**config.mk**
```make
export PLATFORM = sky130hd
export DESIGN_NAME = tlb_way_ram
export DESIGN_NICKNAME = d
export VERILOG_FILES = /design/src/hdl/vtp_tlb_pkg.sv /design/src/hdl/tlb_way_ram.sv
export VERILOG_INCLUDE_DIRS = /design/src /design/src/hdl
export SDC_FILE = /design/constraint.sdc
export NUM_CORES = 2
export LEC_CHECK = 0
export BUFFER_PORTS_ARGS = -buffer_cell sky130_fd_sc_hd__buf_2
export CORE_MARGIN = 2
export CORE_UTILIZATION = 55
export DETAILED_ROUTE_END_ITERATION = 6
export GPL_TIMING_DRIVEN = 0
export HOLD_SLACK_MARGIN = 0.05
export PLACE_DENSITY_LB_ADDON = 0.15
export SYNTH_ARGS = -nofsm -noshare
export SYNTH_HDL_FRONTEND = slang
export SYNTH_SLANG_ARGS = --single-unit
```
**constraint.sdc**
```tcl
create_clock -name clk -period 5.3 [get_ports clk]
set_input_delay 0.265 -clock clk [delete_from_list [all_inputs] [get_ports clk]]
set_output_delay 0.265 -clock clk [all_outputs]
set_load 0.005 [all_outputs]
```
**src/hdl/vtp_tlb_macros.svh**
```systemverilog
// Size settings for the set-associative TLB
// Included by the package and by every RTL file that needs a width or a count

`ifndef VTP_TLB_MACROS_SVH
`define VTP_TLB_MACROS_SVH

// Associativity and number of sets
`define TLB_WAYS 4
`define TLB_SETS 64

// Set index width, log2 of the set count
`define TLB_IDX_BITS 6

// Page number widths on the virtual and physical sides
`define TLB_VA_PAGE_BITS 20
`define TLB_PA_PAGE_BITS 16

// Register stages between an accepted lookup and its response register
`define TLB_LOOKUP_STAGES 4

// Idle cycles the fill FSM waits after each insert
`define TLB_FILL_BUBBLE 3

`endif

```
**src/hdl/vtp_tlb_pkg.sv**
```systemverilog
// Shared types of the TLB
// Every RTL file refers to these through vtp_tlb_pkg:: scoped names

`include "vtp_tlb_macros.svh"

package vtp_tlb_pkg;

    // ====================
    // Page numbers
    // ====================

    // Virtual page number as presented on the lookup and fill ports
    typedef logic [`TLB_VA_PAGE_BITS-1:0] tlb_va_page_t;

    // Physical page number returned on a hit
    typedef logic [`TLB_PA_PAGE_BITS-1:0] tlb_pa_page_t;

    // Set index, taken from the low bits of the virtual page
    typedef logic [`TLB_IDX_BITS-1:0] tlb_idx_t;

    // Tag is whatever is left of the virtual page above the index
    typedef logic [`TLB_VA_PAGE_BITS-`TLB_IDX_BITS-1:0] tlb_tag_t;

    // ====================
    // Storage and requests
    // ====================

    // One stored translation; valid is cleared by the init sweep
    typedef struct packed {
        logic         valid;
        tlb_tag_t     tag;
        tlb_pa_page_t pa;
    } tlb_entry_t;

    // Write to the way RAMs, the one-hot mask selects the target ways
    typedef struct packed {
        logic [`TLB_WAYS-1:0] way_mask;
        tlb_idx_t             idx;
        tlb_entry_t           entry;
    } tlb_wr_t;

    // New translation from the page walker
    typedef struct packed {
        tlb_va_page_t va;
        tlb_pa_page_t pa;
    } tlb_fill_req_t;

    // Lookup result, valid for one cycle when hit or miss is set
    typedef struct packed {
        logic         hit;
        logic         miss;
        tlb_va_page_t va;
        tlb_pa_page_t pa;
    } tlb_lookup_rsp_t;

    // Fill FSM states
    typedef enum logic [1:0] {
        FILL_INIT,
        FILL_IDLE,
        FILL_INSERT,
        FILL_BUBBLE
    } fill_state_t;

endpackage

```
**src/hdl/tlb_way_ram.sv**
```systemverilog
// Block RAM holding one way of the TLB
// One read port with two cycles of latency and one independent write port

`include "vtp_tlb_macros.svh"

module tlb_way_ram
(
    input  logic                    clk,
    input  vtp_tlb_pkg::tlb_idx_t   rd_idx,
    output vtp_tlb_pkg::tlb_entry_t rd_entry,
    input  logic                    wr_en,
    input  vtp_tlb_pkg::tlb_idx_t   wr_idx,
    input  vtp_tlb_pkg::tlb_entry_t wr_entry
);

    // One entry per set
    vtp_tlb_pkg::tlb_entry_t mem [`TLB_SETS];

    // Registered read address, the first of the two read cycles
    vtp_tlb_pkg::tlb_idx_t rd_idx_q;

    // Write port, the new entry is in the array after the edge
    always_ff @(posedge clk)
    begin
        if (wr_en)
        begin
            mem[wr_idx] <= wr_entry;
        end
    end

    // Read port with an address register and an output register
    // A read in the same cycle as a write to that set returns the old entry
    always_ff @(posedge clk)
    begin
        rd_idx_q <= rd_idx;
        rd_entry <= mem[rd_idx_q];
    end

endmodule

```
==> flow_metrics.env <==
export IMPL_synth_cell_types=33
export IMPL_yosysWarnings=0
export IMPL_maxCapViolations=4
export IMPL_vdd_ir_drop_max_v=0.000333
export IMPL_vias=37100
export IMPL_fin_crit_sh=0.869
export IMPL_powerDensity_nw_per_um2=378
export IMPL_violations="max-capacitance violations, max-slew violations"
export IMPL_muxShareOfSynthArea=0.158
export IMPL_synth_flop_cell="edfxtp_1"
export IMPL_drive_gt1_frac=0.254
export IMPL_ctsHtreeMaxLevel=4
export IMPL_final_core_util=0.635
export IMPL_ys_seq_area_frac=0.789
export IMPL_worst_pin_slew_ns=1.59
export IMPL_cts_root_buf="clkbuf_16"
export IMPL_synthCells=3424
export IMPL_holdWs_ns=0.0419
export IMPL_viasPerCell=6.49
export IMPL_synth_enable_flop_cells=1984
export IMPL_place_area_um2=80900
export IMPL_place_ws_ns=0.884
export IMPL_endpoint_kind="flop"
export IMPL_worst_path_most_repeated_cell="clkbuf_1"
export IMPL_first_pass_iters=6
export IMPL_syn_num_nets=3469
export IMPL_setup_viol=0
export IMPL_required_ns=6.00
export IMPL_p_leak_nw=28.0
export IMPL_numPortBuffers=70
export IMPL_outcome="finished with violations"
export IMPL_hpwlAfterDp_mm=124
export IMPL_hold_viol=0
export IMPL_ant_nets=0
export IMPL_rows=136
export IMPL_grt_overflow=0
export IMPL_routed_wl_mm=194
export IMPL_power_mw=33.0
export IMPL_cts_repair_resized=0
export IMPL_antenna_found_initial=18
export IMPL_synth_xor_area_share=0
export IMPL_grtUsageTotal=0.278
export IMPL_place_congestion=0.887
export IMPL_dp_cells=5359
export IMPL_grt_max_degree=65
export IMPL_period_minus_slack_ns=4.61
export IMPL_postSynthAreaPerCell_um2=22.3
export IMPL_grt_pass1_vias=37400
export IMPL_async_reset_ff_frac=0
export IMPL_core_um2=138000
export IMPL_slowest_delay_ns=1.15
export IMPL_cpMaxStageDelayCell="o31ai_1"
export IMPL_drt_iter0_drc=4901
export IMPL_fin_skew_ns=0.0207
export IMPL_dieArea_um2=142000
export IMPL_nets=3812
export IMPL_cts_tree="done"
export IMPL_critPathKind="flop to flop"
export IMPL_chipHeight_um=377
export IMPL_layout_cells_non_filler=5724
export IMPL_routedWlPerCell_um=34.0
export IMPL_fin_setup_tns_ns=0
export IMPL_grt_pass1_wl_mm=274
export IMPL_netlist_area_um2=76400
export IMPL_ys_seq_elements=2021
export IMPL_clock_latency_ns=0.82
export IMPL_clk_pin_slew_ns=0.06
export IMPL_die_x_um=377
export IMPL_critPathLaunchType="flop"
export IMPL_max_slew_margin=-0.0679
export IMPL_rsz0062_at_grt="false"
export IMPL_layout_setup_ws_ns=0.695
export IMPL_drc=0
export IMPL_hold_class="primary input to flop"
export IMPL_clock_path_buffers=3
export IMPL_cp_cell_sequence="clkbuf_1, nand3b_1, clkbuf_1, o22ai_1, o31ai_1, and3_1"
export IMPL_synth_adder_area_share=0
export IMPL_cts_sinks=2021
export IMPL_finish_instance_area_um2=87400
export IMPL_numCtsBuffers=193
export IMPL_drv_slew=6
export IMPL_start_util=0.555
export IMPL_cp_max_fo=10
export IMPL_synth_compound_area_frac=0.0306
export IMPL_area_growth_pct=14.3
export IMPL_synth_top_family_by_area="multiplexers"
export IMPL_num_io_pins=76
export IMPL_arrival_ns=5.31
export IMPL_synthSimpleGateAreaFrac=0.00951
export IMPL_max_freq_mhz=217
[layer usage]
layer  up-vias  track usage  routed length [um]
li1      15200            -                   -
met3       338       0.0551               16600
met4        12       0.0975                7300
met5         -            0                  67
met1     19700        0.368               72800
met2      1875        0.464               97600
[power by group]
| part | internal, mW | switching (mW) | leakage [nW] |
|---|---|---|---|
| Combinational | 0.566 | 1.13 | 6.78 |
| Sequential | 17.7 | 0.0399 | 18.2 |
| Clock | 7.94 | 5.68 | 3.06 |
[critical path: cells and delay by family, from the launching register on]
| family | cells | cell delay (ns) |
|---|---|---|
| buffers and inverters | 2 | 1.28 |
| AOI/OAI and AO/OA | 2 | 1.42 |
| DFF | 1 | 0.76 |
| and+or+nand+nor | 2 | 0.99 |
[final cells by class]
type                            count  area (um^2)
Sequential cell                  2021        60300
Fill cell                        8976        50300
Multi-Input combinational cell   1208        15700
Clock buffer                      257         5360
Tap cell                         1794         2240
Timing Repair Buffer              148         1920
Buffer                            195          935
Clock inverter                     95          896
Antenna cell                        6         15.0
[worst paths after layout]
| kind | end | startpoint | slack, ns | cells past startpoint |
|---|---|---|---|---|
| worst max register to register | rd_entry[21] | rd_idx_q[3] | 0.69 | 6 |
| worst min-delay path | mem[11][5] | wr_entry[5] | 0.04 | 1 |
| worst min register to register | rd_entry[6] | mem[30][6] | 0.87 | 5 |
| worst max-delay path | rd_entry[21] | rd_idx_q[3] | 0.69 | 6 |
[repair_timing]
action                                 CTS  global route
hold buffers                             6             0
endpoints found under the hold margin    6             0
buffers inserted                         0             0
setup endpoints to repair                0             0
[kinds of logic after synthesis]
kind of cell	count (synthesis)
flip-flops	2021
AO/OA/AOI/OAI	352
buffers and inverters	195
AND/OR/NAND/NOR	151
multiplexers	705
[Yosys cell counts (3+ instances only)]
cell      count  area [um^2]
buf_2        78          390
dfxtp_1      37          741
a31oi_1      52          325
nand3b_1      5         37.5
o21ai_0      52          260
nor2b_1       6         37.5
a22oi_1     104          781
edfxtp_1   1984        59600
nand2_1      10         37.5
mux2i_1     295         2950
clkbuf_1     79          297
mux2_2        7         78.8
nand3_1       6         30.0
mux4_2      403         9080
o22ai_1      85          532
nor3_1        7         35.0
buf_1        12         45.0
nor2_1       77          289
a21o_1       26          195
o31ai_1      26          195
buf_4        24          180
or3b_2        3         26.3
nand2b_1      5         31.3
a211oi_1      3         22.5
and3_1       26          163
[flip-flops by register name, summed over array words and instances, names as in the netlist]
name,flops
rd_entry,31
rd_idx_q,6
mem,1984
[cell usage in the layout (no fill, tap or decap), types with 41 or more instances in the layout]
cell,synthesis,layout
a22oi_1,104,104
a31oi_1,52,52
buf_12,0,52
buf_2,78,132
buf_4,24,41
clkbuf_1,79,125
clkbuf_16,0,203
clkinv_1,0,41
edfxtp_1,1984,1984
mux2i_1,295,295
mux4_2,403,403
nor2_4,0,62
o21ai_0,52,52
o22ai_1,85,85
Power figures use the tool's default switching activity.
