$ cat config.mk
export PLATFORM = sky130hd
export DESIGN_NAME = tlb_fill_ctrl
export DESIGN_NICKNAME = d
export VERILOG_FILES = /design/src/hdl/vtp_tlb_pkg.sv /design/src/hdl/tlb_fill_ctrl.sv
export VERILOG_INCLUDE_DIRS = /design/src /design/src/hdl
export SDC_FILE = /design/constraint.sdc
export NUM_CORES = 1
export LEC_CHECK = 0
export ABC_AREA = 1
export BUFFER_PORTS_ARGS = -buffer_cell sky130_fd_sc_hd__buf_2
export CORE_ASPECT_RATIO = 1.2
export CORE_MARGIN = 4
export CORE_UTILIZATION = 35
export CTS_BUF_LIST = sky130_fd_sc_hd__clkbuf_4 sky130_fd_sc_hd__clkbuf_8
export DETAILED_ROUTE_END_ITERATION = 10
export PLACE_DENSITY = 0.78
export SYNTH_ARGS = -nofsm -noshare
export SYNTH_HDL_FRONTEND = slang
export SYNTH_SLANG_ARGS = --single-unit
$ cat constraint.sdc
create_clock -name clk -period 3.25 [get_ports clk]
set_input_delay 0.325 -clock clk [delete_from_list [all_inputs] [get_ports clk]]
set_output_delay 0.325 -clock clk [all_outputs]
set_load 0.03 [all_outputs]
$ cat src/hdl/vtp_tlb_macros.svh
// Size settings for the set-associative TLB
// Included by the package and by every RTL file that needs a width or a count

`ifndef VTP_TLB_MACROS_SVH
`define VTP_TLB_MACROS_SVH

// Associativity and number of sets
`define TLB_WAYS 4
`define TLB_SETS 64

// Set index width, log2 of the set count
`define TLB_IDX_BITS 6

// Page number widths on the virtual and physical sides
`define TLB_VA_PAGE_BITS 20
`define TLB_PA_PAGE_BITS 16

// Register stages between an accepted lookup and its response register
`define TLB_LOOKUP_STAGES 4

// Idle cycles the fill FSM waits after each insert
`define TLB_FILL_BUBBLE 3

`endif

$ cat src/hdl/vtp_tlb_pkg.sv
// Shared types of the TLB
// Every RTL file refers to these through vtp_tlb_pkg:: scoped names

`include "vtp_tlb_macros.svh"

package vtp_tlb_pkg;

    // ====================
    // Page numbers
    // ====================

    // Virtual page number as presented on the lookup and fill ports
    typedef logic [`TLB_VA_PAGE_BITS-1:0] tlb_va_page_t;

    // Physical page number returned on a hit
    typedef logic [`TLB_PA_PAGE_BITS-1:0] tlb_pa_page_t;

    // Set index, taken from the low bits of the virtual page
    typedef logic [`TLB_IDX_BITS-1:0] tlb_idx_t;

    // Tag is whatever is left of the virtual page above the index
    typedef logic [`TLB_VA_PAGE_BITS-`TLB_IDX_BITS-1:0] tlb_tag_t;

    // ====================
    // Storage and requests
    // ====================

    // One stored translation; valid is cleared by the init sweep
    typedef struct packed {
        logic         valid;
        tlb_tag_t     tag;
        tlb_pa_page_t pa;
    } tlb_entry_t;

    // Write to the way RAMs, the one-hot mask selects the target ways
    typedef struct packed {
        logic [`TLB_WAYS-1:0] way_mask;
        tlb_idx_t             idx;
        tlb_entry_t           entry;
    } tlb_wr_t;

    // New translation from the page walker
    typedef struct packed {
        tlb_va_page_t va;
        tlb_pa_page_t pa;
    } tlb_fill_req_t;

    // Lookup result, valid for one cycle when hit or miss is set
    typedef struct packed {
        logic         hit;
        logic         miss;
        tlb_va_page_t va;
        tlb_pa_page_t pa;
    } tlb_lookup_rsp_t;

    // Fill FSM states
    typedef enum logic [1:0] {
        FILL_INIT,
        FILL_IDLE,
        FILL_INSERT,
        FILL_BUBBLE
    } fill_state_t;

endpackage

$ cat src/hdl/tlb_fill_ctrl.sv
// Fill FSM of the TLB
// Takes new translations from the page walker, writes each one into the
// round-robin victim way and owns the single write port of the way RAMs

`include "vtp_tlb_macros.svh"

module tlb_fill_ctrl
(
    input  logic                       clk,
    input  logic                       reset,
    input  vtp_tlb_pkg::tlb_wr_t       sweep_wr,
    input  logic                       sweep_done,
    input  logic                       fill_en,
    input  vtp_tlb_pkg::tlb_fill_req_t fill,
    output logic                       fill_rdy,
    output logic                       lookup_rdy,
    output vtp_tlb_pkg::tlb_wr_t       ram_wr
);

    vtp_tlb_pkg::fill_state_t state;

    // Translation captured when the fill is accepted
    vtp_tlb_pkg::tlb_fill_req_t fill_q;

    // Global victim pointer, shared by all sets
    logic [$clog2(`TLB_WAYS)-1:0] victim;

    // Remaining bubble cycles after the current one
    logic [$clog2(`TLB_FILL_BUBBLE)-1:0] bubble_cnt;

    // ====================
    // Ready outputs
    // ====================

    // In the first cycle after the sweep the FSM is still in FILL_INIT
    // It accepts a fill there exactly as it would in FILL_IDLE
    assign fill_rdy = (state == vtp_tlb_pkg::FILL_IDLE) ||
                      ((state == vtp_tlb_pkg::FILL_INIT) && sweep_done);

    // Lookups are held off during the one insert cycle
    assign lookup_rdy = sweep_done && (state != vtp_tlb_pkg::FILL_INSERT);

    // ====================
    // FSM
    // ====================

    always_ff @(posedge clk)
    begin
        if (reset)
        begin
            state      <= vtp_tlb_pkg::FILL_INIT;
            victim     <= '0;
            bubble_cnt <= '0;
        end
        else
        begin
            case (state)
                vtp_tlb_pkg::FILL_INIT, vtp_tlb_pkg::FILL_IDLE:
                begin
                    if (fill_rdy)
                    begin
                        state <= fill_en ? vtp_tlb_pkg::FILL_INSERT : vtp_tlb_pkg::FILL_IDLE;
                    end
                end

                vtp_tlb_pkg::FILL_INSERT:
                begin
                    // The write happens at this edge, move on to the next victim
                    victim     <= victim + 1'b1;
                    bubble_cnt <= ($clog2(`TLB_FILL_BUBBLE))'(`TLB_FILL_BUBBLE - 1);
                    state      <= vtp_tlb_pkg::FILL_BUBBLE;
                end

                vtp_tlb_pkg::FILL_BUBBLE:
                begin
                    if (bubble_cnt == '0)
                    begin
                        state <= vtp_tlb_pkg::FILL_IDLE;
                    end
                    else
                    begin
                        bubble_cnt <= bubble_cnt - 1'b1;
                    end
                end

                default:
                begin
                    state <= vtp_tlb_pkg::FILL_INIT;
                end
            endcase
        end
    end

    // Payload register for the accepted fill
    always_ff @(posedge clk)
    begin
        if (fill_rdy && fill_en)
        begin
            fill_q <= fill;
        end
    end

    // ====================
    // Write port mux
    // ====================

    // Sweep writes during init, the captured fill during insert, else nothing
    always_comb
    begin
        ram_wr = '0;
        case (state)
            vtp_tlb_pkg::FILL_INIT:
            begin
                ram_wr = sweep_wr;
            end

            vtp_tlb_pkg::FILL_INSERT:
            begin
                for (int w = 0; w < `TLB_WAYS; w++)
                begin
                    ram_wr.way_mask[w] = (victim == w);
                end
                // Split the virtual page into set index and tag
                ram_wr.idx         = vtp_tlb_pkg::tlb_idx_t'(fill_q.va);
                ram_wr.entry.valid = 1'b1;
                ram_wr.entry.tag   = fill_q.va[`TLB_VA_PAGE_BITS-1:`TLB_IDX_BITS];
                ram_wr.entry.pa    = fill_q.pa;
            end

            default:
            begin
                ram_wr = '0;
            end
        endcase
    end

endmodule

==> impl_metrics.yaml <==
outcome:
  status: "complete, no violations"
drt:
  wl_per_cell_um: 12.5
  dr.pass1.iters: 6
  wirelength_mm: 5.00
  drc: 0
  routed_via_density: 4.68
  ant_nets: 0
  initialDrtViolationCount: 32
  vias: 1877
logic_synthesis:
  ys_warn_count: 0
  syn_inst: 219
  synth_area_leaders: "edfxtp_1, nand2_1, nand3_1, dfxtp_1, ha_1"
  avgSynthCellArea_um2: 9.05
  syn-num-nets: 305
  yosysTopAreaCellShare: 0.545
  synth_area_mm2: 0.00198
  yosysUniqueCellTypes: 15
  synthMuxAreaShare: 0
  synth_compound_area_frac: 0.00758
  synth-xor-area-share: 0
  synth.largest_area_cell: "edfxtp_1"
  ys_seq_elements: 42
  ys_seq_area_frac: 0.606
  synth_fa_ha_area_frac: 0.0316
  synthSimpleGateAreaFrac: 0.305
  synth_top_family_by_area: "simple AND/OR/NAND/NOR gates"
clocking:
  htreeDepth: 2
  cts_made_buffers: 5
  clock_sinks: 42
  clockRootBuffer: "clkbuf_8"
  clock_path_buffers: 2
  clk_pin_slew_ns: 0.07
  post_cts_resized: 0
  cts_hold_buf: 0
  cts_tree: "built"
  post_cts_buffers: 0
  clkLatencyLatePin_ns: 0.28
critical_path:
  arrival_ns: 1.84
  path_class: "reg2out"
  critPathMostFrequentCell: "nand2_1"
  r2r_slack_ns: 1.52
  cp-startpoint: "state[1]"
  cp_max_fo: 43
  path_buf_inv: 2
  crit_chain: "nand2_2 > inv_2 > nand2_1 > nand2_1 > buf_2"
  max_stage_delay_ns: 0.48
  crit_slowest_cell: "inv_2"
  reg2reg_from: "state[0]"
  cp-end-kind: "output pin"
  crit_family: "buffers and inverters"
  cp-start-kind: "flop"
  worstPathRequired_ns: 2.92
floorplanning:
  core.rowCount: 29
  coreArea_mm2: 0.00541
  initial_utilization: 0.367
  die_x_um: 76.7
  die-area_mm2: 0.00694
  dieHeight_um: 90.4
  ios: 124
cells_and_area:
  fin_nets: 425
  layout.cells.non_filler: 401
  final_util: 0.504
  insertedDiodeCount: 0
  syn_to_final_growth_pct: 37.4
  final_layout_size_suffix_gt1_frac: 0.404
timing:
  setup_ws_ns: 1.09
  max_freq_mhz: 462
  worstMarginPinSlew_ns: 1.00
  final.period_utilization: 0.666
  finalSetupTns_ns: 0
  clock_skew_ns: 0.00432
  rsz0062_at_grt: "no"
  drv_slew: 0
  relSlewSlack: 0.330
  fin_crit_ns: 2.16
  setup_viol: 0
  finalHoldViolCount: 0
power:
  seq_power_share: 0.472
  pwr-share-clk: 0.236
  power.density_mw_per_mm2: 496
  power_uw: 1350
  p_comb_frac: 0.292
  ir_worst_vdd_mv: 0.277
  p_sw_frac: 0.325
  p_int_uw: 912
  p_leak_uw: 0.00142
  p_switching_uw: 439
min_path:
  min_from: "fill[27]"
  hp-class: "in2reg"
placement:
  io_buffers: 123
  place.gp.congestion: 0.783
  dp_slack_ns: 1.39
  place_inst: 394
  hpwl_mm: 3.79
global_routing:
  grt_overflow: 0
  grt_max_degree: 44
  grt_pass1_vias: 1920
  antenna_found_initial: 1
  grt_usage: 0.144
  grt_pass1_wl_mm: 8.20
flow_run:
  cap_violations: 0
## cells in the final DEF (no fill, tap or decap)
cell      Yosys  layout
a21oi_1       1       1
nor2_4        0       1
ha_1          5       5
o21ai_0       2       2
inv_2         3       3
clkbuf_8      0       5
buf_2         7     123
buf_4         1       2
clkbuf_4      0       2
nand4_1       1       1
dfxtp_1       6       6
nand3_1      41      41
inv_1         8       8
nor2_1       14      13
nand2_1      89      89
edfxtp_1     36      36
nand2_2       1       1
## cell usage after synthesis (all sizes together)
library cell   n
nand2         90
nand4          1
nor2          14
clkbuf         4
a21oi          1
o21ai          2
inv           11
ha             5
edfxtp        36
nand3         41
buf            8
dfxtp          6
## routing by layer
| layer | track usage | part of all wire | vias up |
|---|---|---|---|
| met5 | 0 | 0.0038 | - |
| met4 | 0.0423 | 0.0044 | 2 |
| met3 | 0.0389 | 0.061 | 4 |
| met2 | 0.271 | 0.55 | 61 |
| met1 | 0.156 | 0.38 | 852 |
| li1 | - | - | 958 |
## cell families after synthesis
group	Yosys count
AO/OA/AOI/OAI	3
adder cells (fa/ha/maj)	5
buffers and inverters	23
flip-flops	42
AND/OR/NAND/NOR	146
## state kept, by name, summed over array words and instances, names as in the netlist
register and flops:
victim 2, state 2, bubble_cnt 2, fill_q 36
## path summary, 6_finish.rpt
kind / to / cells past startpoint
setup / recovery: ram_wr[40] / 5
hold / removal: fill_q[27] / 1
setup reg to reg: fill_q[13] / 2
hold reg to reg: bubble_cnt[0] / 3
## through the flow
stage	hold slack (ns)	cell area [µm²]
3_3_place_gp	0.471	2640
2_1_floorplan	0.397	1980
4_1_cts	0.201	2720
6_report	0.216	2720
5_1_grt	0.201	2720
3_5_place_dp	0.476	2640
## worst register-to-register path: cells and delay by family (launching register included)
kind	cells	cell delay, ns
simple gates	2	0.92
flops	1	0.42
## power groups by stage
stage	Combinational [µW]	Sequential (µW)	Clock (µW)
final	394	638	319
after global routing	431	641	353
after CTS	399	638	331
after detailed placement	398	650	0
after global placement	391	648	0
after floorplan	265	647	0
## layout make-up
class / instances / area (µm²)
multi-input cells: 154 / 689
fillers: 528 / 2680
repair buffers: 125 / 631
clock buffers: 7 / 83.8
inverters: 11 / 41.3
well taps: 62 / 77.6
flip-flops and latches: 42 / 1200
No activity file was read; power rests on OpenSTA's default activity.
