### src/hdl/vtp_tlb_macros.svh
// Size settings for the set-associative TLB
// Included by the package and by every RTL file that needs a width or a count

`ifndef VTP_TLB_MACROS_SVH
`define VTP_TLB_MACROS_SVH

// Associativity and number of sets
`define TLB_WAYS 4
`define TLB_SETS 64

// Set index width, log2 of the set count
`define TLB_IDX_BITS 6

// Page number widths on the virtual and physical sides
`define TLB_VA_PAGE_BITS 20
`define TLB_PA_PAGE_BITS 16

// Register stages between an accepted lookup and its response register
`define TLB_LOOKUP_STAGES 4

// Idle cycles the fill FSM waits after each insert
`define TLB_FILL_BUBBLE 3

`endif

### src/hdl/vtp_tlb_pkg.sv
// Shared types of the TLB
// Every RTL file refers to these through vtp_tlb_pkg:: scoped names

`include "vtp_tlb_macros.svh"

package vtp_tlb_pkg;

    // ====================
    // Page numbers
    // ====================

    // Virtual page number as presented on the lookup and fill ports
    typedef logic [`TLB_VA_PAGE_BITS-1:0] tlb_va_page_t;

    // Physical page number returned on a hit
    typedef logic [`TLB_PA_PAGE_BITS-1:0] tlb_pa_page_t;

    // Set index, taken from the low bits of the virtual page
    typedef logic [`TLB_IDX_BITS-1:0] tlb_idx_t;

    // Tag is whatever is left of the virtual page above the index
    typedef logic [`TLB_VA_PAGE_BITS-`TLB_IDX_BITS-1:0] tlb_tag_t;

    // ====================
    // Storage and requests
    // ====================

    // One stored translation; valid is cleared by the init sweep
    typedef struct packed {
        logic         valid;
        tlb_tag_t     tag;
        tlb_pa_page_t pa;
    } tlb_entry_t;

    // Write to the way RAMs, the one-hot mask selects the target ways
    typedef struct packed {
        logic [`TLB_WAYS-1:0] way_mask;
        tlb_idx_t             idx;
        tlb_entry_t           entry;
    } tlb_wr_t;

    // New translation from the page walker
    typedef struct packed {
        tlb_va_page_t va;
        tlb_pa_page_t pa;
    } tlb_fill_req_t;

    // Lookup result, valid for one cycle when hit or miss is set
    typedef struct packed {
        logic         hit;
        logic         miss;
        tlb_va_page_t va;
        tlb_pa_page_t pa;
    } tlb_lookup_rsp_t;

    // Fill FSM states
    typedef enum logic [1:0] {
        FILL_INIT,
        FILL_IDLE,
        FILL_INSERT,
        FILL_BUBBLE
    } fill_state_t;

endpackage

### src/hdl/tlb_init_sweep.sv
// Clears the TLB after reset by walking every set once
// Each cycle it writes an invalid entry to all ways of one set,
// then holds sweep_done high until the next reset

`include "vtp_tlb_macros.svh"

module tlb_init_sweep
(
    input  logic                 clk,
    input  logic                 reset,
    output vtp_tlb_pkg::tlb_wr_t sweep_wr,
    output logic                 sweep_done
);

    // Set being cleared in the current cycle
    vtp_tlb_pkg::tlb_idx_t set_cnt;

    always_ff @(posedge clk)
    begin
        if (reset)
        begin
            set_cnt    <= '0;
            sweep_done <= 1'b0;
        end
        else if (!sweep_done)
        begin
            set_cnt <= set_cnt + 1'b1;

            // Last set is written at this edge, so the sweep ends here
            if (set_cnt == vtp_tlb_pkg::tlb_idx_t'(`TLB_SETS - 1))
            begin
                sweep_done <= 1'b1;
            end
        end
    end

    // All ways of the set are written at once while the sweep runs
    // An all-zero entry has valid low, which is all the clear needs
    always_comb
    begin
        sweep_wr          = '0;
        sweep_wr.way_mask = {`TLB_WAYS{!sweep_done}};
        sweep_wr.idx      = set_cnt;
    end

endmodule

### config.mk
export PLATFORM = sky130hd
export DESIGN_NAME = tlb_init_sweep
export DESIGN_NICKNAME = d
export VERILOG_FILES = /design/src/hdl/vtp_tlb_pkg.sv /design/src/hdl/tlb_init_sweep.sv
export VERILOG_INCLUDE_DIRS = /design/src /design/src/hdl
export SDC_FILE = /design/constraint.sdc
export NUM_CORES = 1
export LEC_CHECK = 0
export BUFFER_PORTS_ARGS = -buffer_cell sky130_fd_sc_hd__buf_2
export CORE_MARGIN = 1.5
export CORE_UTILIZATION = 37
export DETAILED_ROUTE_END_ITERATION = 10
export PLACE_DENSITY = 0.76
export REMOVE_ABC_BUFFERS = 1
export SYNTH_ARGS = -nofsm -noshare
export SYNTH_HDL_FRONTEND = slang
export SYNTH_SLANG_ARGS = --single-unit
### constraint.sdc
create_clock -name clk -period 1.45 [get_ports clk]
set_input_delay 0.29 -clock clk [delete_from_list [all_inputs] [get_ports clk]]
set_output_delay 0.29 -clock clk [all_outputs]
set_load 0.02 [all_outputs]
==> results of run 1 <==
==> worst reg2reg max path: cells and delay by family (launching register included) <==
kind	cells	cell delay [ns]
AND/OR/NAND/NOR	2	0.49
flip-flops	1	0.47
AO/OA/AOI/OAI	1	0.14
==> cell type report <==
cell class                      instances  area [µm²]
Fill cell                             144         833
Multi-Input combinational cell         52         268
Sequential cell                         7         140
Timing Repair Buffer                   12        60.1
Clock buffer                            4        26.3
Tap cell                               15        18.8
Inverter                                1        3.75
==> synthesized netlist by cell type (all sizes together) <==
master,count
xnor2,1
conb,1
o21a,1
or3,1
dfxtp,7
a21oi,1
buf,34
nand3,1
mux2i,1
nand2,1
nand4b,2
inv,1
xor2,3
o21ai,1
nor2b,1
ha,1
nor2,6
==> through the flow <==
step	hold slack [ns]	std cells
floorplan	0.359	60
global placement	0.493	87
detailed placement	0.506	87
CTS	0.279	91
global route	0.290	91
finish	0.291	91
==> sequential cells by signal (all words and copies together), names as in the netlist <==
| register | cells |
|---|---|
| set_cnt | 6 |
| sweep_done | 1 |
==> metal layers <==
metal / GRT usage, % / routed length, µm
met1: 9.26 / 266
met2: 13.4 / 300
met3: 8.26 / 119
met4: 5.81 / 8
met5: 0 / 0
==> worst max path at each step <==
stage          cells after the start                      end  slack [ns]
5_1_grt                            2             sweep_wr[40]        0.05
2_1_floorplan                      3    sweep_done$_SDFF_PP0_        0.15
3_3_place_gp                       3  set_cnt[5]$_SDFFE_PP0N_        0.34
6_report                           2             sweep_wr[38]        0.16
3_5_place_dp                       3  set_cnt[5]$_SDFFE_PP0N_        0.28
4_1_cts                            2             sweep_wr[38]        0.14
==> power groups by stage <==
stage / clock network [W] / registers [W] / logic (W)
after floorplan: 0 / 0.000224 / 0.0000834
final: 0.000176 / 0.000214 / 0.000107
after global routing: 0.000201 / 0.000215 / 0.000114
after global placement: 0 / 0.000217 / 0.000105
after CTS: 0.000184 / 0.000214 / 0.000106
after detailed placement: 0 / 0.000218 / 0.000106
==> cells by family (layout without fill, tap and decap cells) <==
kind of cell	after synthesis	count (layout)	synth area share, %
buf+inv	35	17	46.7
simple gates	12	12	13.8
flops	7	7	25.3
xor+xnor	4	4	6.32
compound gates	3	3	3.16
fa+ha+maj	1	1	2.26
other cells	1	31	0.677
mux	1	1	1.81
==> flow_summary.json, run 1 <==
{
  "postLayoutCellArea_um2": 517,
  "path_cells": "inv_1 > buf_2",
  "yosysTopAreaCellShare_pct": 46.0,
  "status": "complete, no violations",
  "rr_startpoint": "set_cnt[2]$_SDFFE_PP0N_",
  "reg2reg_slack_ns": 0.29,
  "endpoint_kind": "output port",
  "final_nets": 80,
  "place.port_buffers": 12,
  "clk_pin_slew_ns": 0.05,
  "drt-initial-drc-count": 0,
  "final_common_cell": "conb_1",
  "hold_viol": 0,
  "post-route-min-period_ns": 1.29,
  "crit_slowest_cell": "dfxtp_1",
  "reg2reg_depth": 3,
  "path_delay_family": "flip-flops",
  "cap_violations": 0,
  "synthesis.area_um2": 554,
  "holdPathEnd": "set_cnt[5]$_SDFFE_PP0N_",
  "max_freq_ghz": 0.778,
  "initial_utilization_pct": 41.1,
  "critPathMaxFanout": 7,
  "worstHoldPathType": "in -> reg",
  "seq_power_share_pct": 43.1,
  "dpl-instance-area_um2": 490,
  "slew_viol_final": 0,
  "cts_hold_buf": 0,
  "power_frac_clock_pct": 35.5,
  "crit_start": "sweep_done$_SDFF_PP0_",
  "final_cell_mix": "conb_1 (31), buf_2 (12), dfxtp_1 (7)",
  "switching_share_pct": 35.5,
  "cpPeakStageDelay_ns": 0.44,
  "clk_path_buf_depth": 2,
  "ys_warn_count": 0,
  "grt_setup_unrepaired": "false",
  "grt_pass1_vias": 253,
  "cts_setup_buffers": 0,
  "ant_nets": 0,
  "p_comb_share_pct": 21.5,
  "dieArea_um2": 1740,
  "routed_wl_um": 694,
  "avgSynthCellArea_um2": 8.66,
  "worstPathArrival_ns": 1.00,
  "netlist_instances": 64,
  "dr.pass1.iters": 1,
  "grt_overflow_total": 0,
  "fin_crit_sh_pct": 88.7,
  "switching_power_w": 0.000176,
  "place.gp.congestion": 0.735,
  "worst_setup_path_start_kind": "flip-flop",
  "antenna_found_initial": 0,
  "finalSetupViolCount": 0,
  "critPathKind": "reg -> out",
  "cts_made_buffers": 3,
  "pwr_density_cell_nw_per_um2": 960,
  "cts_resized": 0,
  "core_um2": 1350,
  "wl_per_cell_um": 7.63,
  "fin_skew_ns": 0.00446,
  "tns_ns": 0,
  "cp.required_ns": 1.16,
  "tritoncts": "yes",
  "place_ws_ns": 0.282,
  "clockRootBuffer": "clkbuf_4",
  "via_per_inst": 3.66,
  "whs_path_depth": 2,
  "die_w_um": 41.7,
  "grt_use_total_pct": 9.52,
  "io_pins": 44,
  "ir_drop_mv": 0.503,
  "clock-sinks": 7,
  "p_total_w": 0.000496,
  "p_int_w": 0.000320,
  "synth_seq_cells": 7,
  "grt_first_pass_wirelength_um": 1120,
  "leakagePower_nw": 0.297,
  "worstReg2RegEnd": "set_cnt[5]$_SDFFE_PP0N_",
  "timing.final.ws_setup_ns": 0.164,
  "synth_cell_types": 18,
  "drc": 0,
  "cp_num_buf_inv": 2,
  "area_growth_pct": -6.77,
  "synth_seq_area_share_pct": 25.3,
  "h-tree-depth": 1,
  "vias": 333,
  "diodes": 0,
  "hpwl_um": 576,
  "worstSkewPairLatency_ns": 0.25,
  "fin_util_pct": 38.3,
  "grt_max_degree": 8,
  "dieHeight_um": 41.7,
  "synth_area_leaders": "buf_4 (46%), dfxtp_1 (25%), xor2_1 (4.7%)",
  "drive_gt1_share_pct": 21.1,
  "hp-start": "reset",
  "yosysTopAreaCell": "buf_4",
  "fp-row-count": 13
}
Note: power is estimated with default switching activity, not from simulation.
==> inputs of run 2 (changes only) <==
CELL_PAD_IN_SITES_DETAIL_PLACEMENT = 0   (was unset)
CELL_PAD_IN_SITES_GLOBAL_PLACEMENT = 2   (was unset)
CORE_UTILIZATION = 19   (was 37)
HOLD_SLACK_MARGIN = 0.06   (was unset)
PLACE_DENSITY = unset   (was 0.76)
PLACE_DENSITY_LB_ADDON = 0.1   (was unset)
==> run 2 against run 1 <==
  * Cell count rose by 18%
  * Largest cell class unchanged
  * Global-route usage shrank 4.4 points
  * Utilization decreased by 19 points
  * Critical endpoint unchanged
==> flow_summary.json, run 2 (same netlist as run 1, synthesis figures left out) <==
{
  "status": "complete, no violations",
  "holdPathEnd": "set_cnt[5]$_SDFFE_PP0N_",
  "clk_path_buf_depth": 2,
  "area_growth_pct": -3.16,
  "top_regs": "set_cnt (6), sweep_done (1)",
  "clockRootBuffer": "clkbuf_4",
  "core_um2": 2760,
  "grt_max_degree": 8,
  "clock-sinks": 7,
  "path_cells": "inv_1 > buf_2",
  "hold_viol": 0,
  "ir_drop_mv": 0.317,
  "initial_utilization_pct": 20.1,
  "critPathMaxFanout": 7,
  "whs_path_depth": 2,
  "top_layer_used": "met3",
  "wl_met1_um": 330,
  "diodes": 0,
  "grt_overflow_total": 0,
  "fin_crit_sh_pct": 90.7,
  "final_nets": 80,
  "final_cell_mix": "conb_1 (31), buf_2 (12), dfxtp_1 (7)",
  "slew_viol_final": 0,
  "multiInputGateArea_um2": 268,
  "final_common_cell": "conb_1",
  "wl_per_cell_um": 7.28,
  "crit_slowest_cell": "dfxtp_1",
  "drive_gt1_share_pct": 21.1,
  "reg2reg_depth": 4,
  "reg2reg_slack_ns": 0.30,
  "cts_hold_buf": 0,
  "fin_hold_ws_ns": 0.301,
  "tns_ns": 0,
  "cp_num_buf_inv": 2,
  "die_w_um": 57.0,
  "worstPathArrival_ns": 1.03,
  "cpPeakStageDelay_ns": 0.46,
  "drt-initial-drc-count": 3,
  "leakagePower_nw": 0.297,
  "fill_cells": 314,
  "rr_startpoint": "set_cnt[0]$_SDFFE_PP0N_",
  "seq_area_um2": 140,
  "h-tree-depth": 1,
  "endpoint_kind": "output port",
  "cts_setup_buffers": 0,
  "largest_register_ffs": 6,
  "max_freq_ghz": 0.760,
  "grt_first_pass_wirelength_um": 1180,
  "grt_use_total_pct": 5.15,
  "critPathKind": "reg -> out",
  "via_per_inst": 3.08,
  "grt_pass1_vias": 246,
  "drc": 0,
  "cp.required_ns": 1.16,
  "worstHoldPathType": "in -> reg",
  "clk_pin_slew_ns": 0.05,
  "hp-start": "reset",
  "cts_made_buffers": 3,
  "worstReg2RegEnd": "set_cnt[2]$_SDFFE_PP0N_",
  "place.gp.congestion": 0.628,
  "antenna_found_initial": 0,
  "worstSkewPairLatency_ns": 0.25,
  "worst_setup_path_start_kind": "flip-flop",
  "dieHeight_um": 57.0,
  "hpwl_um": 662,
  "dieArea_um2": 3250,
  "routed_wl_um": 779,
  "dr.pass1.iters": 2,
  "io_pins": 44,
  "pwr_density_cell_nw_per_um2": 930,
  "fp-row-count": 19,
  "wl_met2_um": 345,
  "grt_setup_unrepaired": "false",
  "ant_nets": 0,
  "met3_wirelength_um": 102,
  "top_register": "set_cnt",
  "tritoncts": "yes",
  "fin_skew_ns": 0.000739,
  "cap_violations": 0,
  "finalSetupViolCount": 0,
  "post-route-min-period_ns": 1.32,
  "path_delay_family": "flip-flops",
  "vias": 330,
  "cts_resized": 0,
  "place.port_buffers": 12
}
run 2: worst max path at each step:
stage | start | to | cells after the start
CTS | sweep_done$_SDFF_PP0_ | sweep_wr[37] | 2
global route | sweep_done$_SDFF_PP0_ | sweep_wr[39] | 2
global placement | set_cnt[0]$_SDFFE_PP0N_ | set_cnt[2]$_SDFFE_PP0N_ | 4
detailed placement | set_cnt[0]$_SDFFE_PP0N_ | set_cnt[2]$_SDFFE_PP0N_ | 4
floorplan | sweep_done$_SDFF_PP0_ | sweep_done$_SDFF_PP0_ | 3
finish | sweep_done$_SDFF_PP0_ | sweep_wr[38] | 2
run 2: cell type report:
type                            count  area share (%)
Sequential cell                     7            26.1
Multi-Input combinational cell     52            49.9
Clock buffer                        4            4.90
Inverter                            1           0.699
Tap cell                           31            7.23
Timing Repair Buffer               12            11.2
run 2: routing by layer:
metal / track usage (%) / up-vias
li1: - / 161
met1: 6.11 / 141
met2: 6.24 / 28
met3: 4.31 / 0
met4: 2.99 / 0
met5: 0 / -
run 2: per-stage QoR:
step,setup slack (ns),utilization (%),total power [W],std cells,instance area (µm²)
2_1_floorplan,0.154,-,0.000308,60,412
3_5_place_dp,0.317,18.5,0.000323,103,510
3_3_place_gp,0.287,18.5,0.000325,103,510
5_1_grt,0.0240,19.5,0.000535,107,537
4_1_cts,0.0898,19.5,0.000511,107,537
6_report,0.135,19.5,0.000499,107,537
run 2: power by group:
part	leakage, nW	switching, W	internal, W
Combinational	0.225	0.0000921	0.0000147
Clock	0.0150	0.0000750	0.000105
Sequential	0.0570	0.0000123	0.000200
Total	0.297	0.000179	0.000320
run 2: worst reg2reg max path, stage by stage (launching register included):
cell	delay, ns
dfxtp_1	0.44
ha_1	0.24
nor2b_1	0.18
xnor2_1	0.13
nor2_1	0.05
