`config.mk`:
```
export PLATFORM = sky130hd
export DESIGN_NAME = tlb_lookup_pipe
export DESIGN_NICKNAME = d
export VERILOG_FILES = /design/src/hdl/vtp_tlb_pkg.sv /design/src/hdl/tlb_lookup_pipe.sv
export VERILOG_INCLUDE_DIRS = /design/src /design/src/hdl
export SDC_FILE = /design/constraint.sdc
export NUM_CORES = 1
export LEC_CHECK = 0
export ABC_AREA = 1
export BUFFER_PORTS_ARGS = -buffer_cell sky130_fd_sc_hd__buf_4
export CORE_MARGIN = 8
export CORE_UTILIZATION = 35
export CTS_CLUSTER_SIZE = 12
export DETAILED_ROUTE_END_ITERATION = 10
export PLACE_DENSITY = 0.53
export SYNTH_ARGS = -nofsm -noshare
export SYNTH_HDL_FRONTEND = slang
export SYNTH_SLANG_ARGS = --single-unit
export TNS_END_PERCENT = 5
```
`constraint.sdc`:
```
create_clock -name clk -period 1.35 [get_ports clk]
set_input_delay 0.135 -clock clk [delete_from_list [all_inputs] [get_ports clk]]
set_output_delay 0.135 -clock clk [all_outputs]
set_load 0.02 [all_outputs]
```
`src/hdl/vtp_tlb_macros.svh`:
```
// Size settings for the set-associative TLB
// Included by the package and by every RTL file that needs a width or a count

`ifndef VTP_TLB_MACROS_SVH
`define VTP_TLB_MACROS_SVH

// Associativity and number of sets
`define TLB_WAYS 4
`define TLB_SETS 64

// Set index width, log2 of the set count
`define TLB_IDX_BITS 6

// Page number widths on the virtual and physical sides
`define TLB_VA_PAGE_BITS 20
`define TLB_PA_PAGE_BITS 16

// Register stages between an accepted lookup and its response register
`define TLB_LOOKUP_STAGES 4

// Idle cycles the fill FSM waits after each insert
`define TLB_FILL_BUBBLE 3

`endif

```
`src/hdl/vtp_tlb_pkg.sv`:
```
// Shared types of the TLB
// Every RTL file refers to these through vtp_tlb_pkg:: scoped names

`include "vtp_tlb_macros.svh"

package vtp_tlb_pkg;

    // ====================
    // Page numbers
    // ====================

    // Virtual page number as presented on the lookup and fill ports
    typedef logic [`TLB_VA_PAGE_BITS-1:0] tlb_va_page_t;

    // Physical page number returned on a hit
    typedef logic [`TLB_PA_PAGE_BITS-1:0] tlb_pa_page_t;

    // Set index, taken from the low bits of the virtual page
    typedef logic [`TLB_IDX_BITS-1:0] tlb_idx_t;

    // Tag is whatever is left of the virtual page above the index
    typedef logic [`TLB_VA_PAGE_BITS-`TLB_IDX_BITS-1:0] tlb_tag_t;

    // ====================
    // Storage and requests
    // ====================

    // One stored translation; valid is cleared by the init sweep
    typedef struct packed {
        logic         valid;
        tlb_tag_t     tag;
        tlb_pa_page_t pa;
    } tlb_entry_t;

    // Write to the way RAMs, the one-hot mask selects the target ways
    typedef struct packed {
        logic [`TLB_WAYS-1:0] way_mask;
        tlb_idx_t             idx;
        tlb_entry_t           entry;
    } tlb_wr_t;

    // New translation from the page walker
    typedef struct packed {
        tlb_va_page_t va;
        tlb_pa_page_t pa;
    } tlb_fill_req_t;

    // Lookup result, valid for one cycle when hit or miss is set
    typedef struct packed {
        logic         hit;
        logic         miss;
        tlb_va_page_t va;
        tlb_pa_page_t pa;
    } tlb_lookup_rsp_t;

    // Fill FSM states
    typedef enum logic [1:0] {
        FILL_INIT,
        FILL_IDLE,
        FILL_INSERT,
        FILL_BUBBLE
    } fill_state_t;

endpackage

```
`src/hdl/tlb_lookup_pipe.sv`:
```
// Lookup pipeline of the TLB
// Reads all ways of the set, compares tags in two steps and registers
// the response, four cycles after the lookup is accepted

`include "vtp_tlb_macros.svh"

module tlb_lookup_pipe
(
    input  logic                         clk,
    input  logic                         reset,
    input  logic                         lookup_en,
    input  vtp_tlb_pkg::tlb_va_page_t    lookup_va,
    output vtp_tlb_pkg::tlb_idx_t        rd_idx,
    input  vtp_tlb_pkg::tlb_entry_t      rd_entry [`TLB_WAYS],
    output vtp_tlb_pkg::tlb_lookup_rsp_t lookup_rsp
);

    // Lookup state per stage
    // Stage 1 waits on the RAM address register, stage 2 sees the RAM data,
    // stage 3 holds the XOR result and stage 4 the per-way hit bits
    logic                      stg_valid [1:`TLB_LOOKUP_STAGES];
    vtp_tlb_pkg::tlb_va_page_t stg_va    [1:`TLB_LOOKUP_STAGES];

    // Stage 3 registers
    vtp_tlb_pkg::tlb_tag_t     xor_tag   [`TLB_WAYS];
    logic [`TLB_WAYS-1:0]      ent_valid;
    vtp_tlb_pkg::tlb_pa_page_t stg3_pa   [`TLB_WAYS];

    // Stage 4 registers
    logic [`TLB_WAYS-1:0]      hit_vec;
    vtp_tlb_pkg::tlb_pa_page_t stg4_pa   [`TLB_WAYS];

    // Physical page of the lowest hitting way
    vtp_tlb_pkg::tlb_pa_page_t pa_sel;

    // The set index goes straight to the RAM address registers
    assign rd_idx = vtp_tlb_pkg::tlb_idx_t'(lookup_va);

    // ====================
    // Stage state
    // ====================

    always_ff @(posedge clk)
    begin
        if (reset)
        begin
            for (int s = 1; s <= `TLB_LOOKUP_STAGES; s++)
            begin
                stg_valid[s] <= 1'b0;
            end
        end
        else
        begin
            stg_valid[1] <= lookup_en;
            for (int s = 1; s < `TLB_LOOKUP_STAGES; s++)
            begin
                stg_valid[s+1] <= stg_valid[s];
            end
        end

        stg_va[1] <= lookup_va;
        for (int s = 1; s < `TLB_LOOKUP_STAGES; s++)
        begin
            stg_va[s+1] <= stg_va[s];
        end
    end

    // ====================
    // Tag compare
    // ====================

    // First half of the compare, a plain XOR per way
    // Full reduction in one cycle would be too deep next to the RAM output
    always_ff @(posedge clk)
    begin
        for (int w = 0; w < `TLB_WAYS; w++)
        begin
            xor_tag[w]   <= rd_entry[w].tag ^ stg_va[2][`TLB_VA_PAGE_BITS-1:`TLB_IDX_BITS];
            ent_valid[w] <= rd_entry[w].valid;
            stg3_pa[w]   <= rd_entry[w].pa;
        end
    end

    // Second half, a way hits when its entry is valid and no tag bit differs
    always_ff @(posedge clk)
    begin
        for (int w = 0; w < `TLB_WAYS; w++)
        begin
            hit_vec[w] <= ent_valid[w] && !(|xor_tag[w]);
            stg4_pa[w] <= stg3_pa[w];
        end
    end

    // Lowest way wins when more than one hits
    always_comb
    begin
        pa_sel = '0;
        for (int w = `TLB_WAYS - 1; w >= 0; w--)
        begin
            if (hit_vec[w])
            begin
                pa_sel = stg4_pa[w];
            end
        end
    end

    // ====================
    // Response register
    // ====================

    always_ff @(posedge clk)
    begin
        if (reset)
        begin
            lookup_rsp.hit  <= 1'b0;
            lookup_rsp.miss <= 1'b0;
        end
        else
        begin
            lookup_rsp.hit  <= stg_valid[`TLB_LOOKUP_STAGES] && (|hit_vec);
            lookup_rsp.miss <= stg_valid[`TLB_LOOKUP_STAGES] && !(|hit_vec);
        end

        lookup_rsp.va <= stg_va[`TLB_LOOKUP_STAGES];
        lookup_rsp.pa <= pa_sel;
    end

endmodule

```
==> results by group, run 1 <==
Global route
  • GR Overflow Total: 0
  • Total global-route track usage: 12.3%
  • Largest net degree at the start of global routing: 34
  • Vias in the first global route: 5461
  • Antenna violations before repair: 2
  • First-pass GRT wire length: 27800 um

Synth
  • Post-synth top cells: dfxtp_1, nand2_1, inv_1
  • Post-synthesis sequential area ratio: 78.1%
  • Synth Area in Compound Gates: 1.07%
  • YS warnings: 0
  • Main combinational cell family by area after synthesis: simple AND/OR/NAND/NOR gates
  • Share of Yosys cell area claimed by the top area cell type: 78.1%
  • Simple-gate share of the synthesized area: 9.06%
  • Synth Instances: 650
  • Leading area contributor after synthesis: dfxtp_1
  • Top post-synthesis cells by area: dfxtp_1, xor2_1, nand2_1
  • Synth Area in Adders: 0%
  • Most frequent cell after synthesis: dfxtp_1
  • Mapped Avg Cell Area: 12.4 um2
  • Unique cell type count in the Yosys netlist: 18
  • Asr flop ratio synth: 0%
  • Post-synthesis mux area share: 0%
  • Synth Flop Type: dfxtp_1
  • Xor-xnor portion of the synthesized cell area: 6.09%
  • Post-synth EDFFs: 0
  • Post-synthesis net count: 797
  • Syn Std Cell Area: 8050 um2
  • Flops & latches, synth: 314

Cells and area
  • Synth-to-Final Area Change: 52.3%
  • Fillers: 1893
  • Final Util: 54.1%
  • Nets@finish: 1156
  • Share of layout cells above drive strength 1: 25.1%

Critical path
  • Reg2reg start: hit_vec[2]
  • Startpoint types: input pin
  • Reg2reg setup slack: 0.31 ns
  • Worst Reg2Reg Path Length in Cells: 6
  • R2r endpoint: lookup_rsp[14]
  • Crit-path max FO: 2
  • CP endpoint kind: output port
  • Setup CP Type: in -> out
  • Worst EP required: 1.22 ns
  • Crit path DAT: 0.97 ns
  • Critical path, cell by cell: dlygate4sd3_1, buf_4, buf_4
  • Most Frequent Cell on Critical Path: buf_4
  • Slowest-stage cell, CP: dlygate4sd3_1
  • Slowest stage delay, CP: 0.55 ns

STA
  • Fmax achieved: 0.903 GHz
  • Hold slack: 0.288 ns
  • Setup_tns: 0 ns
  • Period utilization: 82.0%
  • Final hold vios: 0
  • Final min period: 1.11 ns
  • Final WS setup: 0.243 ns
  • Max_slew headroom: 81.3%
  • Clock Skew: 0.00437 ns
  • RSZ-0062 raised after global routing: no
  • Worst Max-Slew Pin Slew: 0.280 ns
  • Fin. max-slew vios: 0
  • Final setup vio count: 0

Floorplan
  • Cell row count: 55
  • Die Span Y: 168 um
  • Width of the die: 168 um
  • Initial Util: 35.5%
  • I/O Pins: 191
  • Placeable Area: 22600 um2
  • Die area: 28100 um2

Clock tree
  • Clk_lat worst skew: 0.49 ns
  • # Post-CTS Setup Buffers: 0
  • CTS tree: built
  • Clock Tree Root: clkbuf_16
  • CTS Sinks: 314
  • Cts bufs inserted: 34
  • Clock Pin Slew Worst Setup and Hold Paths: 0.06 ns
  • CTS Buffer Depth: 3
  • Number of H-tree levels: 2

Drt
  • ANT nets after route: 0
  • Drt drc: 0
  • Final WL: 17300 um
  • Pre-Repair DR Iteration Count: 4
  • Via density: 3.83
  • WL/cell: 13.2 um
  • DR vias: 5028
  • Iteration-0 DRC count of the detailed router: 152

Worst hold path
  • Hold Crit Class: in -> reg
  • Min-delay src: lookup_va[9]
  • Hold EP: stg_va[1][9]
  • Worst Hold Depth: 2

Placement
  • I/O Buffers: 190
  • Pre-CTS WS: 0.305 ns
  • Dpl hpwl: 11300 um
  • Global placement routability congestion: 0.682

Job
  • Max cap viols: 0

Pwr
  • Switching share of power: 19.4%
  • Total power: 19.9 mW
  • Clock Power Share: 44.5%
  • Reg power frac: 50.2%
  • Power share of the combinational group: 5.3%
  • Max IR drop VDD: 0.770 mV
  • PwrDens: 1620 nW/um2
  • Psw: 3.87 mW
  • P_leak: 5.75 nW
  • Cell Int Power: 16.0 mW

Outcome
  • Status: finished clean
==> worst max-delay path by stage <==
stage / start / to / cells after the start
2_1_floorplan: hit_vec[1] / lookup_rsp[5] / 7
4_1_cts: lookup_rsp[26] / lookup_rsp[26] / 1
3_3_place_gp: hit_vec[2] / lookup_rsp[7] / 6
6_report: lookup_va[0] / rd_idx[0] / 3
3_5_place_dp: hit_vec[2] / lookup_rsp[14] / 6
5_1_grt: lookup_rsp[34] / lookup_rsp[34] / 1
==> layout make-up <==
class,instances,area [um2],share of cell area (%)
Antenna cell,1,2.50,0.0204
Clock inverter,4,45.0,0.368
Clock buffer,51,1050,8.56
Multi-Input combinational cell,249,1310,10.7
Timing Repair Buffer,341,2940,24.0
Sequential cell,314,6290,51.3
Inverter,69,272,2.22
Tap cell,285,357,2.91
==> cells by family after synthesis <==
group / after synthesis
DFF: 314
and+or+nand+nor: 176
buffers and inverters: 87
xor gates and xnor gates: 56
AOI/OAI and AO/OA: 17
==> routing by layer <==
| metal | share of wire (%) | wire (um) | vias to the layer above | global-route usage [%] |
|---|---|---|---|---|
| met5 | 0.046 | 8 | - | 0 |
| met4 | 1.7 | 301 | 2 | 3.80 |
| met3 | 7.4 | 1270 | 30 | 4.58 |
| met2 | 48 | 8220 | 144 | 21.0 |
| met1 | 43 | 7470 | 2203 | 14.2 |
| li1 | - | - | 2649 | - |
==> what timing repair did <==
item,CTS,global route
hold endpoints to repair,150,0
hold buffers,146,0
gates resized for setup,0,0
==> metrics by stage <==
step | instance area [um2] | std cells
finish | 12300 | 1314
global placement | 9700 | 1112
floorplan | 8050 | 650
detailed placement | 9700 | 1112
global route | 12300 | 1314
CTS | 12300 | 1313
==> worst max-delay path, delay by kind of cell <==
family / cells / cell delay, ns
buf+inv: 3 / 0.84
==> registers in the layout, summed over array words and instances, names as in the netlist <==
name and flops:
stg_va 80, stg3_pa 64, stg4_pa 64, xor_tag 56, lookup_rsp 38, ent_valid 4
hit_vec 4, stg_valid 4
==> layout by cell type, fill, tap and decap left out <==
cell type,instances
clkbuf_8,7
clkbuf_1,7
nand3_2,2
a21oi_1,16
dfxtp_1,314
buf_4,194
buf_12,1
inv_6,1
clkbuf_16,37
nor2_4,2
diode_2,1
inv_8,1
nor2_2,9
inv_1,67
bufinv_16,1
xor2_1,56
nand3_1,15
dlygate4sd3_1,146
a31oi_1,1
clkinv_2,3
nand2_1,101
nor2_1,47
==> power groups by stage <==
stage | clock network, mW | logic [mW] | registers [mW]
after floorplan | 0 | 0.224 | 10.2
after global routing | 9.53 | 1.17 | 10.1
final | 8.85 | 1.06 | 10.0
after detailed placement | 0 | 0.719 | 10.2
after global placement | 0 | 0.719 | 10.2
after CTS | 9.14 | 1.07 | 10.0
Note: power is estimated with default switching activity, not from simulation.
==> run 2, diff against run 1 <==
--- a/config.mk
+++ b/config.mk
@@ -6,13 +6,13 @@
 export SDC_FILE = /design/constraint.sdc
 export NUM_CORES = 1
 export LEC_CHECK = 0
-export ABC_AREA = 1
+export ABC_AREA = 0
 export BUFFER_PORTS_ARGS = -buffer_cell sky130_fd_sc_hd__buf_4
 export CORE_MARGIN = 8
 export CORE_UTILIZATION = 35
 export CTS_CLUSTER_SIZE = 12
 export DETAILED_ROUTE_END_ITERATION = 10
-export PLACE_DENSITY = 0.53
+export PLACE_DENSITY = 0.56
 export SYNTH_ARGS = -nofsm -noshare
 export SYNTH_HDL_FRONTEND = slang
 export SYNTH_SLANG_ARGS = --single-unit
==> constraint.sdc (replaced) <==
create_clock -name clk -period 0.9 [get_ports clk]
set_input_delay 0.09 -clock clk [delete_from_list [all_inputs] [get_ports clk]]
set_output_delay 0.09 -clock clk [all_outputs]
set_load 0.02 [all_outputs]
==> results by group, run 2 <==
Drt
  • ANT nets after route: 0
  • Drt drc: 0
  • Via density: 4.06
  • Iteration-0 DRC count of the detailed router: 125
  • Pre-Repair DR Iteration Count: 4
  • WL/cell: 15.5 um
  • DR vias: 4556
  • Final WL: 17400 um

Critical path
  • Critical path buffers and inverters: 1
  • Worst EP required: 0.81 ns
  • Slowest stage delay, CP: 0.34 ns
  • Crit path max-delay family: flip-flops
  • Crit path DAT: 0.99 ns
  • Slowest-stage cell, CP: dfxtp_2
  • Setup CP Type: reg -> out
  • Critical path, cell by cell: buf_6
  • CP endpoint kind: output port
  • Crit-path max FO: 1
  • Startpoint types: register

Global route
  • Largest net degree at the start of global routing: 19
  • GR Overflow Total: 0
  • Antenna violations before repair: 1
  • Vias in the first global route: 5285
  • Total global-route track usage: 13.0%
  • First-pass GRT wire length: 27400 um

STA
  • Setup_tns: -7.66 ns
  • RSZ-0062 raised after global routing: yes
  • Max_slew headroom: 77.8%
  • Worst Max-Slew Pin Slew: 0.332 ns
  • Final min period: 1.08 ns
  • Clock Skew: 0.0172 ns
  • Final WS setup: -0.178 ns
  • Period utilization: 120%
  • Final setup vio count: 59
  • Fin. max-slew vios: 0
  • Fmax achieved: 0.927 GHz
  • Final hold vios: 0

Floorplan
  • Cell row count: 53
  • Die area: 26500 um2
  • Initial Util: 35.8%
  • Die Span Y: 163 um
  • Width of the die: 163 um
  • I/O Pins: 191
  • Placeable Area: 21100 um2

Synth
  • Flops & latches, synth: 314
  • Unique cell type count in the Yosys netlist: 27
  • Synth Instances: 464
  • Mapped Avg Cell Area: 16.3 um2
  • Synth Flop Type: dfxtp_1
  • Most frequent cell after synthesis: dfxtp_1
  • Syn Std Cell Area: 7540 um2
  • Leading area contributor after synthesis: dfxtp_1
  • Share of Yosys cell area claimed by the top area cell type: 83.3%
  • Top post-synthesis cells by area: dfxtp_1, xor2_1, a22oi_2
  • Post-synthesis sequential area ratio: 83.3%
  • Post-synth top cells: dfxtp_1, xor2_1, o22ai_1
  • Post-synth EDFFs: 0
  • YS warnings: 0
  • Post-synthesis net count: 611
  • Asr flop ratio synth: 0%

Pwr
  • Psw: 5.53 mW
  • Clock Power Share: 40.0%
  • P_leak: 5.13 nW
  • Cell Int Power: 22.2 mW
  • Power share of the combinational group: 5.5%
  • PwrDens: 2310 nW/um2
  • Max IR drop VDD: 1.92 mV
  • Switching share of power: 20.0%
  • Reg power frac: 54.5%

Clock tree
  • CTS Buffer Depth: 3
  • Number of H-tree levels: 1
  • CTS Sinks: 314
  • Cts bufs inserted: 31
  • Clk_lat worst skew: 0.54 ns
  • CTS tree: built
  • # Post-CTS Setup Buffers: 0
  • Clock Tree Root: clkbuf_16
  • Clock Pin Slew Worst Setup and Hold Paths: 0.06 ns

Placement
  • Global placement routability congestion: 0.741
  • I/O Buffers: 190
  • Pre-CTS WS: -0.212 ns
  • Dpl hpwl: 11300 um

Worst hold path
  • Hold Crit Class: in -> reg

Cells and area
  • Max FFs per register: 80
  • Final Util: 56.7%
  • Commonest cells after routing, fill and taps aside: dfxtp_1, buf_4, dlygate4sd3_1, xor2_1, buf_6
  • Top Registers: stg_va: 80 flops, stg3_pa: 64 flops, stg4_pa: 64 flops
  • Fillers: 1611
  • Biggest register: stg_va
  • Share of layout cells above drive strength 1: 37.9%
  • Synth-to-Final Area Change: 58.7%
  • Most common cell after layout, fill and taps aside: dfxtp_1
  • Nets@finish: 982

Outcome
  • Status: finished with violations
  • Failing checks: negative setup slack

Job
  • Max cap viols: 0
## run 2: per-layer routing
| layer | share of wire [%] | GRT usage [%] | wire [um] |
|---|---|---|---|
| met2 | 49 | 22.5 | 8510 |
| met1 | 41 | 14.6 | 7090 |
| met4 | 2.3 | 4.00 | 395 |
| met3 | 8.1 | 4.83 | 1410 |
| met5 | 0 | 0 | 0 |
## run 2: area by class of cell
class                           count  area [um2]  area share [%]
Sequential cell                   314        6350            53.0
Timing Repair Buffer              351        3200            26.7
Multi-Input combinational cell    135        1210            10.1
Clock buffer                       40         830            6.93
Tap cell                          275         344            2.88
Clock inverter                      4        26.3           0.220
Inverter                            2        7.51          0.0627
Antenna cell                        1        2.50          0.0209
## run 2: power by group through the flow
stage	combinational, mW	sequential [mW]	clock (mW)
global placement	0.947	15.3	0
global route	1.63	15.2	12.1
CTS	1.52	15.1	11.4
detailed placement	0.956	15.3	0
finish	1.53	15.1	11.1
floorplan	0.208	15.3	0
## run 2: final timing paths
path,startpoint,slack [ns],endpoint,cells after the start
setup / recovery,lookup_rsp[17],-0.18,lookup_rsp[17],1
hold / removal,lookup_va[3],0.19,stg_va[1][3],2
setup reg to reg,hit_vec[0],-0.11,lookup_rsp[5],3
hold reg to reg,stg3_pa[0][2],0.32,stg4_pa[0][2],0
## run 2: cell families after synthesis
| logic type | synth area share, % |
|---|---|
| and+or+nand+nor | 3.07 |
| DFF | 83.3 |
| AOI/OAI and AO/OA | 5.33 |
| xor gates and xnor gates | 6.50 |
| buffers and inverters | 1.76 |
## run 2: what timing repair did
item                       4_1_cts  5_1_grt
hold buffers                   146        0
hold endpoints to repair       150        0
gates resized for setup         87       11
pin swaps                       12        4
setup endpoints to repair       60       59
## run 2: per-stage QoR
stage                     hold WS (ns)  cell area (um2)  cells  total power, mW
final                            0.192            12000   1122             27.7
after global routing             0.176            12000   1122             28.8
after CTS                        0.160            11900   1121             28.0
after detailed placement         0.195             9350    931             16.3
after global placement           0.195             9350    931             16.2
after floorplan                  0.118             7540    464             15.5
==> run 3, diff against run 2 <==
--- a/config.mk
+++ b/config.mk
@@ -6,13 +6,14 @@
 export SDC_FILE = /design/constraint.sdc
 export NUM_CORES = 1
 export LEC_CHECK = 0
-export ABC_AREA = 0
+export ABC_AREA = 1
+export ABC_CLOCK_PERIOD_IN_PS = 900
 export BUFFER_PORTS_ARGS = -buffer_cell sky130_fd_sc_hd__buf_4
 export CORE_MARGIN = 8
 export CORE_UTILIZATION = 35
 export CTS_CLUSTER_SIZE = 12
 export DETAILED_ROUTE_END_ITERATION = 10
-export PLACE_DENSITY = 0.56
+export PLACE_DENSITY = 0.55
 export SYNTH_ARGS = -nofsm -noshare
 export SYNTH_HDL_FRONTEND = slang
 export SYNTH_SLANG_ARGS = --single-unit
==> results by group, run 3 (synthesis results as in run 1) <==
Drt
  • Drt drc: 0
  • DR vias: 5051
  • Final WL: 17400 um
  • Via density: 3.86
  • Iteration-0 DRC count of the detailed router: 174
  • WL/cell: 13.3 um
  • ANT nets after route: 0
  • Pre-Repair DR Iteration Count: 4

Cells and area
  • Max FFs per register: 80
  • Synth-to-Final Area Change: 54.5%
  • Top Registers: stg_va: 80 flops, stg3_pa: 64 flops, stg4_pa: 64 flops
  • Nets@finish: 1155
  • Most common cell after layout, fill and taps aside: dfxtp_1
  • Share of layout cells above drive strength 1: 29.6%
  • Biggest register: stg_va
  • Fillers: 1884
  • Final instance area: 12400 um2
  • Commonest cells after routing, fill and taps aside: dfxtp_1, buf_4, dlygate4sd3_1, nand2_1, inv_1

STA
  • Final hold vios: 0
  • Fin. max-slew vios: 0
  • Final setup vio count: 54
  • Fmax achieved: 0.975 GHz
  • Final WS setup: -0.125 ns
  • Clock Skew: 0.0103 ns
  • Hold slack: 0.244 ns
  • Period utilization: 114%
  • Worst Max-Slew Pin Slew: 0.291 ns
  • Max_slew headroom: 80.5%
  • Final min period: 1.03 ns
  • RSZ-0062 raised after global routing: yes

Critical path
  • Crit-path max FO: 1
  • Setup CP Type: reg -> out
  • Crit path max-delay family: flip-flops
  • CP endpoint kind: output port
  • Slowest-stage cell, CP: dfxtp_2
  • Critical path, cell by cell: buf_6
  • Worst EP required: 0.81 ns
  • Startpoint types: register
  • Critical path buffers and inverters: 1
  • Slowest stage delay, CP: 0.32 ns
  • Crit path DAT: 0.94 ns

Clock tree
  • Clk_lat worst skew: 0.49 ns
  • CTS tree: built
  • Clock Pin Slew Worst Setup and Hold Paths: 0.06 ns
  • Cts bufs inserted: 34
  • CTS Buffer Depth: 3
  • Clock Tree Root: clkbuf_16
  • Number of H-tree levels: 2
  • CTS Sinks: 314

Floorplan
  • I/O Pins: 191
  • Die Span Y: 168 um
  • Placeable Area: 22600 um2
  • Die area: 28100 um2
  • Width of the die: 168 um
  • Initial Util: 35.5%
  • Cell row count: 55

Placement
  • Area after DPL: 9730 um2
  • Dpl hpwl: 11100 um
  • Global placement routability congestion: 0.731
  • I/O Buffers: 190

Global route
  • Largest net degree at the start of global routing: 34
  • Vias in the first global route: 5623
  • First-pass GRT wire length: 28100 um
  • Total global-route track usage: 12.6%
  • Antenna violations before repair: 2
  • GR Overflow Total: 0

Pwr
  • Max IR drop VDD: 1.87 mV
  • PwrDens: 2340 nW/um2
  • P_leak: 5.78 nW

Outcome
  • Status: finished with violations
  • Failing checks: negative setup slack

Job
  • Max cap viols: 0

Worst hold path
  • Hold Crit Class: in -> reg
run 3: cell types whose count changed in the layout (fill, tap and decap cells not counted), sizes merged, moves of 5 or more:
cell    change
buf        -11
inv        +67
nand2     +101
nor4b       -5
nor2       +56
nor2b       -5
a22oi      -16
nor4        -8
nand3      +17
clkbuf      +6
o22ai      -15
run 3: power by group:
| group | internal (mW) | switching (mW) | total, mW |
|---|---|---|---|
| combinational | 1.09 | 0.548 | 1.63 |
| sequential | 14.7 | 0.259 | 15.0 |
| clock | 7.53 | 4.97 | 12.5 |
run 3: per-layer routing:
layer / wire length (um) / global-route usage (%) / up-vias
met3: 1050 / 4.00 / 32
met4: 427 / 5.47 / 2
met2: 8570 / 22.2 / 148
met5: 8 / 0 / -
met1: 7330 / 13.7 / 2225
li1: - / - / 2644
run 3: repair_timing:
item | 4_1_cts | 5_1_grt
buffers inserted | 0 | 0
hold buffers | 146 | 0
endpoints found under the hold margin | 150 | 0
gates resized for setup | 76 | 12
pin swaps | 1 | 2
endpoints found under the setup margin | 55 | 56
run 3: cell type report:
| class | instances | area [um2] | area share (%) |
|---|---|---|---|
| diodes | 1 | 2.50 | 0.0201 |
| clock buffers | 46 | 977 | 7.86 |
| well taps | 285 | 357 | 2.87 |
| multi-input cells | 249 | 1330 | 10.7 |
| clock inverters | 6 | 36.3 | 0.292 |
| repair buffers | 340 | 3110 | 25.0 |
| flip-flops and latches | 314 | 6340 | 51.0 |
| inverters | 69 | 283 | 2.27 |
run 3: worst paths after layout:
kind,start,end,slack (ns),depth (start not counted)
min,lookup_va[16],stg_va[1][16],0.24,2
min reg2reg,stg3_pa[3][14],stg4_pa[3][14],0.31,0
max,lookup_rsp[35],lookup_rsp[35],-0.13,1
max reg2reg,hit_vec[2],lookup_rsp[1],-0.05,6
run 3: worst reg2reg max path: cells and delay by family (launching register included):
family        cells  cell delay [ns]
buf+inv           2             0.27
simple gates      4             0.24
flops             1             0.33
run 3: stage by stage:
stage | worst slack [ns] | utilization, % | TNS [ns] | cells | power (mW)
after floorplan | -0.00737 | - | -0.0727 | 650 | 15.6
after global placement | -0.0787 | 43.0 | -0.984 | 1111 | 16.4
after detailed placement | -0.0832 | 43.0 | -1.05 | 1111 | 16.4
after CTS | -0.157 | 54.8 | -5.81 | 1309 | 29.6
after global routing | -0.175 | 54.9 | -7.14 | 1310 | 30.4
final | -0.125 | 54.9 | -4.63 | 1310 | 29.1
